$ cat config.mk
export PLATFORM = sky130hd
export DESIGN_NAME = acq_top
export DESIGN_NICKNAME = d
export VERILOG_FILES = /design/src/rtl/acq_pkg.sv /design/src/rtl/acq_top.sv /design/src/rtl/frame_player.sv /design/src/rtl/capture_ram.sv /design/src/rtl/sample_packer.sv
export SDC_FILE = /design/constraint.sdc
export NUM_CORES = 2
export LEC_CHECK = 0
export BUFFER_PORTS_ARGS = -buffer_cell sky130_fd_sc_hd__buf_4
export CAP_MARGIN = 20
export CORE_ASPECT_RATIO = 1.5
export CORE_UTILIZATION = 50
export DETAILED_ROUTE_END_ITERATION = 7
export PLACE_DENSITY = 0.65
export SLEW_MARGIN = 40
export SYNTH_ARGS = -nofsm -noshare
export SYNTH_HDL_FRONTEND = slang
export SYNTH_SLANG_ARGS = --single-unit
$ cat constraint.sdc
create_clock -name clk -period 4.85 [get_ports clk]
set_input_delay 0.97 -clock clk [delete_from_list [all_inputs] [get_ports clk]]
set_output_delay 0.97 -clock clk [all_outputs]
set_load 0.01 [all_outputs]
$ cat src/rtl/acq_pkg.sv
package acq_pkg;

   // Sample and word geometry
   localparam int SAMPLE_WIDTH     = 3;
   localparam int SAMPLES_PER_WORD = 8;
   localparam int WORD_WIDTH       = 24;

   // Circular buffer sizing
   localparam int NUM_WORDS        = 64;
   localparam int ADDR_WIDTH       = 6;
   localparam int WORDS_PER_ACQ    = 16;
   localparam int SAMPLES_PER_ACQ  = 128;

   localparam int GAP_CYCLES       = 4; // Idle cycles between playback frames

   localparam logic MODE_CAPTURE   = 1'b0;
   localparam logic MODE_PLAYBACK  = 1'b1;

   typedef logic [SAMPLE_WIDTH-1:0] sample_t;
   typedef logic [WORD_WIDTH-1:0]   word_t; // Oldest sample in the top bits
   typedef logic [ADDR_WIDTH-1:0]   addr_t;

   // Write request from the packer into the RAM
   typedef struct packed {
      logic  en;
      addr_t addr;
      word_t data;
   } ram_wr_t;

   typedef struct packed {
      logic    valid;
      logic    frame_start;
      logic    frame_end;
      sample_t sample;
   } play_out_t;

   // Next location in the circular buffer
   function automatic addr_t addr_inc(addr_t a);
      if (a == addr_t'(NUM_WORDS - 1)) begin
         return '0;
      end
      return a + addr_t'(1);
   endfunction

endpackage
$ cat src/rtl/acq_top.sv
`timescale 1ns/1ps

module acq_top
   import acq_pkg::*;
(
   input  logic      clk,
   input  logic      reset,
   input  logic      mode,
   input  logic      sample_valid,
   input  sample_t   sample_in,
   output logic      ready,
   output play_out_t play
);

   ram_wr_t wr;
   addr_t   acq_base;
   addr_t   rd_addr;
   word_t   rd_data;

   // Capture side fills the circular buffer
   sample_packer packer (
      .clk          (clk),
      .reset        (reset),
      .mode         (mode),
      .sample_valid (sample_valid),
      .sample_in    (sample_in),
      .wr           (wr),
      .acq_base     (acq_base),
      .ready        (ready)
   );

   capture_ram ram (
      .clk     (clk),
      .wr      (wr),
      .rd_addr (rd_addr),
      .rd_data (rd_data)
   );

   // Replays the newest acquisition starting at acq_base
   frame_player player (
      .clk      (clk),
      .reset    (reset),
      .mode     (mode),
      .acq_base (acq_base),
      .rd_addr  (rd_addr),
      .rd_data  (rd_data),
      .play     (play)
   );

endmodule

$ cat src/rtl/frame_player.sv
`timescale 1ns/1ps

module frame_player
   import acq_pkg::*;
(
   input  logic      clk,
   input  logic      reset,
   input  logic      mode,
   input  addr_t     acq_base,
   output addr_t     rd_addr,
   input  word_t     rd_data,
   output play_out_t play
);

   typedef enum logic [1:0] {
      ST_IDLE,
      ST_START,
      ST_GAP,
      ST_PLAY
   } state_t;

   typedef logic [$clog2(SAMPLES_PER_WORD)-1:0] idx_t;
   typedef logic [$clog2(WORDS_PER_ACQ)-1:0]    word_cnt_t;
   typedef logic [$clog2(GAP_CYCLES+1)-1:0]     gap_t;

   state_t    state_q;
   addr_t     rd_ptr_q;
   idx_t      idx_q;
   word_cnt_t word_cnt_q;
   gap_t      gap_q;
   word_t     shift_q;
   logic      playing;
   logic      last_idx;
   logic      last_word;
   logic      last_gap;
   logic      load_word;

   assign playing   = (state_q == ST_PLAY);
   assign last_idx  = (idx_q == idx_t'(SAMPLES_PER_WORD - 1));
   assign last_word = (word_cnt_q == word_cnt_t'(WORDS_PER_ACQ - 1));
   assign last_gap  = (gap_q == gap_t'(GAP_CYCLES - 1));

   // Next word has been in rd_data since the second sample of the current one
   assign load_word = (mode == MODE_PLAYBACK) &&
                      ((state_q == ST_GAP && last_gap) ||
                       (playing && last_idx && !last_word));

   always_ff @(posedge clk) begin
      if (reset) begin
         state_q    <= ST_IDLE;
         rd_ptr_q   <= '0;
         idx_q      <= '0;
         word_cnt_q <= '0;
         gap_q      <= '0;
      end else if (mode == MODE_CAPTURE) begin
         state_q <= ST_IDLE;
      end else begin
         case (state_q)
            ST_IDLE: begin
               state_q <= ST_START; // Lets a last pending capture write land
            end
            ST_START: begin
               rd_ptr_q <= acq_base;
               gap_q    <= '0;
               state_q  <= ST_GAP;
            end
            ST_GAP: begin
               if (last_gap) begin
                  rd_ptr_q   <= addr_inc(rd_ptr_q);
                  idx_q      <= '0;
                  word_cnt_q <= '0;
                  state_q    <= ST_PLAY;
               end else begin
                  gap_q <= gap_q + gap_t'(1);
               end
            end
            ST_PLAY: begin
               if (!last_idx) begin
                  idx_q <= idx_q + idx_t'(1);
               end else if (last_word) begin
                  idx_q    <= '0;
                  rd_ptr_q <= acq_base; // Rewind so word 0 is ready after the gap
                  gap_q    <= '0;
                  state_q  <= ST_GAP;
               end else begin
                  idx_q      <= '0;
                  rd_ptr_q   <= addr_inc(rd_ptr_q);
                  word_cnt_q <= word_cnt_q + word_cnt_t'(1);
               end
            end
            default: begin
               state_q <= ST_IDLE;
            end
         endcase
      end
   end

   always_ff @(posedge clk) begin
      if (load_word) begin
         shift_q <= rd_data;
      end else if (playing) begin
         shift_q <= shift_q << SAMPLE_WIDTH;
      end
   end

   assign rd_addr = rd_ptr_q;

   assign play.valid       = playing;
   assign play.frame_start = playing && (idx_q == '0) && (word_cnt_q == '0);
   assign play.frame_end   = playing && last_idx && last_word;
   assign play.sample      = shift_q[WORD_WIDTH-1 -: SAMPLE_WIDTH];

endmodule

$ cat src/rtl/capture_ram.sv
`timescale 1ns/1ps

module capture_ram
   import acq_pkg::*;
(
   input  logic    clk,
   input  ram_wr_t wr,
   input  addr_t   rd_addr,
   output word_t   rd_data
);

   word_t mem [0:NUM_WORDS-1];

   // A read of the address being written returns the old word
   always_ff @(posedge clk) begin
      if (wr.en) begin
         mem[wr.addr] <= wr.data;
      end
      rd_data <= mem[rd_addr];
   end

endmodule

$ cat src/rtl/sample_packer.sv
`timescale 1ns/1ps

module sample_packer
   import acq_pkg::*;
(
   input  logic    clk,
   input  logic    reset,
   input  logic    mode,
   input  logic    sample_valid,
   input  sample_t sample_in,
   output ram_wr_t wr,
   output addr_t   acq_base,
   output logic    ready
);

   typedef logic [$clog2(SAMPLES_PER_WORD)-1:0]  pos_t;
   typedef logic [$clog2(SAMPLES_PER_ACQ+1)-1:0] count_t;

   logic   mode_q;
   logic   enter_capture;
   logic   accept;
   pos_t   pos_q;
   pos_t   pos_base;
   count_t count_q;
   count_t count_base;
   logic   wr_en_q;
   addr_t  wr_addr_q;
   word_t  word_q;

   // First capture cycle after playback restarts the acquisition
   assign enter_capture = (mode == MODE_CAPTURE) && (mode_q == MODE_PLAYBACK);
   assign accept        = (mode == MODE_CAPTURE) && sample_valid;

   assign pos_base   = enter_capture ? '0 : pos_q;
   assign count_base = enter_capture ? '0 : count_q;

   always_ff @(posedge clk) begin
      if (reset) begin
         mode_q    <= MODE_CAPTURE;
         pos_q     <= '0;
         count_q   <= '0;
         wr_en_q   <= 1'b0;
         wr_addr_q <= '0;
      end else begin
         mode_q  <= mode;
         wr_en_q <= accept && (pos_base == pos_t'(SAMPLES_PER_WORD - 1));

         if (accept) begin
            pos_q <= (pos_base == pos_t'(SAMPLES_PER_WORD - 1)) ? '0 : pos_base + pos_t'(1);
         end else begin
            pos_q <= pos_base;
         end

         // Saturates once a whole acquisition has been taken
         if (accept && (count_base != count_t'(SAMPLES_PER_ACQ))) begin
            count_q <= count_base + count_t'(1);
         end else begin
            count_q <= count_base;
         end

         if (wr_en_q) begin
            wr_addr_q <= addr_inc(wr_addr_q); // Write pointer survives mode changes
         end
      end
   end

   always_ff @(posedge clk) begin
      if (accept) begin
         word_q <= {word_q[WORD_WIDTH-SAMPLE_WIDTH-1:0], sample_in};
      end
   end

   assign wr = '{en: wr_en_q, addr: wr_addr_q, data: word_q};

   // Modular subtraction gives the oldest of the last WORDS_PER_ACQ words
   assign acq_base = wr_addr_q - addr_t'(WORDS_PER_ACQ);

   assign ready = (mode == MODE_CAPTURE) && !enter_capture &&
                  (count_q == count_t'(SAMPLES_PER_ACQ));

endmodule

==> results.py <==
metrics = {
    "floorplan": {
        "num_rows": 159,
        "initial_core_util": 0.504,
        "ios": 14,
        "die_w_um": 292,
        "coreArea_um2": 125000,
        "die_area_um2": 127000,
        "die_h_um": 436,
    },
    "sta": {
        "maxClockFrequency_ghz": 0.291,
        "setup_tns_ps": 0,
        "hold_viol_final": 0,
        "finalSetupViolations": 0,
        "relSlewSlack": 0.369,
        "worstMarginPinSlew_ps": 920,
        "rsz0062_at_grt": "no",
        "slew_viol_final": 0,
        "period_needed_ps": 3440,
        "skew_ps": 24.8,
        "post-route-period-util": 0.708,
    },
    "cells_and_area": {
        "fill_cells": 8933,
        "final_nets": 3111,
        "postLayoutCellArea_um2": 71000,
        "multi_input_area_um2": 13400,
        "drive_above_1_share": 0.271,
        "seq_area_um2": 48800,
        "area_growth_pct": 12.8,
    },
    "logic_synthesis": {
        "synth_top_family_by_area": "multiplexers",
        "synth-compound-area-share": 0.0317,
        "synth_commonest_cells": "edfxtp_1, mux4_2, nor2_1",
        "synth_area_leaders": "edfxtp_1, mux4_2, dfxtp_1",
        "yosysTopAreaCell": "edfxtp_1",
        "yosys.area.top_type_share": 0.756,
        "synthSimpleGateAreaFrac": 0.0226,
        "synth_xor_area_frac": 0.00209,
        "synth.most_common_cell": "edfxtp_1",
        "synth_cell_types": 57,
        "synth-edff-count": 1584,
        "synthFlopType": "edfxtp_1",
        "synthMuxAreaShare": 0.147,
        "yosys.area_share.adder": 0.00338,
        "synth_area_um2": 62900,
        "syn_avg_cell_area_um2": 21.5,
        "ys_ff_latch": 1645,
        "syn_inst": 2924,
        "synthArstFlopShare": 0,
        "syn_nets": 2948,
        "synth_warnings": 0,
        "seq_area_frac_synth": 0.776,
    },
    "setup_path": {
        "startpoint": "player.state_q[1]",
        "r2r-start": "player.rd_addr[2]",
        "crit_type": "flip-flop to output pin",
        "crit_arrival_ps": 2470,
        "r2r-end": "ram.rd_data[13]",
        "cp-endpoint": "play[4]",
        "rr_worst_depth": 6,
        "r2r_slack_ps": 1420,
        "crit_required_ps": 3880,
        "endpoint_kind": "output pin",
        "crit_fanout": 10,
        "critPathLaunchType": "flip-flop",
    },
    "clocking": {
        "post_cts_buffers": 0,
        "cts_made_buffers": 145,
        "clock_latency_ps": 790,
        "ctsHoldBuffers": 0,
        "htreeDepth": 4,
        "post_cts_resize_count": 0,
        "cts_tree": "built",
        "cts.sinks": 1645,
        "cts_root_buffer": "clkbuf_16",
        "cts_buffer_depth": 3,
        "clkSlewWorstSetupHoldPaths_ps": 60,
    },
    "routing": {
        "first_iter_violations": 3272,
        "drc": 0,
        "vias_per_cell": 6.38,
        "vias": 30778,
        "drtPass1Iterations": 5,
        "ant_nets": 0,
        "drt-total-wl_um": 161000,
        "routedWlPerCell_um": 33.4,
    },
    "placed_design": {
        "place.gp.congestion": 0.911,
        "placed_area_um2": 66400,
        "io_buffers": 13,
        "post-dp-hpwl_um": 100000,
    },
    "grt": {
        "grt_usage": 0.255,
        "grt_pass1_vias": 31226,
        "antenna_found_initial": 8,
        "grt_pass1_wl_um": 227000,
        "grt_max_degree": 69,
        "overflow": 0,
    },
    "power_and_ir_drop": {
        "p_total_mw": 27.7,
        "leakagePower_nw": 21.5,
        "ir_drop_uv": 348,
        "powerDensity_nw_per_um2": 390,
    },
    "status": {
        "status": "completed",
    },
    "job": {
        "drv_cap": 0,
    },
    "min_path": {
        "min_path_type": "input port to flip-flop",
    },
}
## critical path: stages (launching register included)
cell     delay (ps)
dfxtp_1         580
nand2_1         280
inv_1           230
nand3_1         100
nor4_1          300
buf_4           200
## worst min path at each step
stage                                 from               end  slack [ps]  depth (start not counted)
after floorplan            player.gap_q[2]   player.gap_q[2]         450                          2
after global placement    packer.word_q[6]    ram.mem[58][6]         440                          0
after detailed placement  packer.word_q[6]    ram.mem[58][6]         440                          0
after CTS                     sample_in[2]  packer.word_q[2]         320                          1
after global routing          sample_in[2]  packer.word_q[2]         340                          1
final                         sample_in[2]  packer.word_q[2]         370                          1
## placed cells by master (no fill, tap or decap), types with 36 or more instances in the layout
master and n:
a22oi_1 46, clkbuf_16 148, o22ai_1 56, edfxtp_1 1584, mux2i_1 95, clkbuf_1 40
mux4_2 350, buf_4 116, nor2_4 36, nor2_1 119, mux2_2 38, dfxtp_1 56
## layer usage
layer / part of all wire / vias to the layer above / routed length [um] / track usage
met2: 0.52 / 1488 / 84300 / 0.444
li1: - / 12544 / - / -
met5: 0 / - / 0 / 0
met3: 0.066 / 318 / 10700 / 0.0401
met4: 0.061 / 0 / 9830 / 0.142
met1: 0.35 / 16428 / 56400 / 0.303
## sequential cells by signal, summed over array words and instances (netlist names), 4 cells and up
name               cells
packer.wr_addr_q       6
ram.rd_data           24
packer.word_q         24
packer.count_q         8
player.rd_addr         6
player.word_cnt_q      4
ram.mem             1536
player.shift_q        24
## final cells by class
class / instances / share of cell area
Timing Repair Buffer: 182 / 0.0304
Tap cell: 1610 / 0.0284
Clock buffer: 194 / 0.0554
Multi-Input combinational cell: 1098 / 0.189
Clock inverter: 69 / 0.00848
Sequential cell: 1645 / 0.687
Inverter: 15 / 0.000793
Antenna cell: 8 / 0.000282
## power by group
part	internal, mW	leakage [nW]	switching (mW)
sequential	15.5	14.7	0.0485
clock	6.12	2.21	5.07
combinational	0.338	4.55	0.573
total	22.0	21.5	5.69
## metrics by stage
stage	setup slack (ps)	utilization	std cells	hold WS (ps)
detailed placement	1320	0.531	4548	436
finish	1410	0.568	4821	366
CTS	1310	0.568	4811	320
global placement	1320	0.523	4496	439
floorplan	2220	-	2924	454
global route	1190	0.568	4818	338
## logic make-up (layout without fill, tap and decap cells)
| kind of cell | after synthesis | in the layout |
|---|---|---|
| AO/OA/AOI/OAI | 272 | 272 |
| adder cells (fa/ha/maj) | 17 | 17 |
| XOR/XNOR | 15 | 15 |
| multiplexers | 483 | 483 |
| flip-flops | 1645 | 1645 |
| buffers and inverters | 181 | 460 |
| other | 0 | 8 |
| AND/OR/NAND/NOR | 311 | 311 |
(Power assumes the default switching activity.)
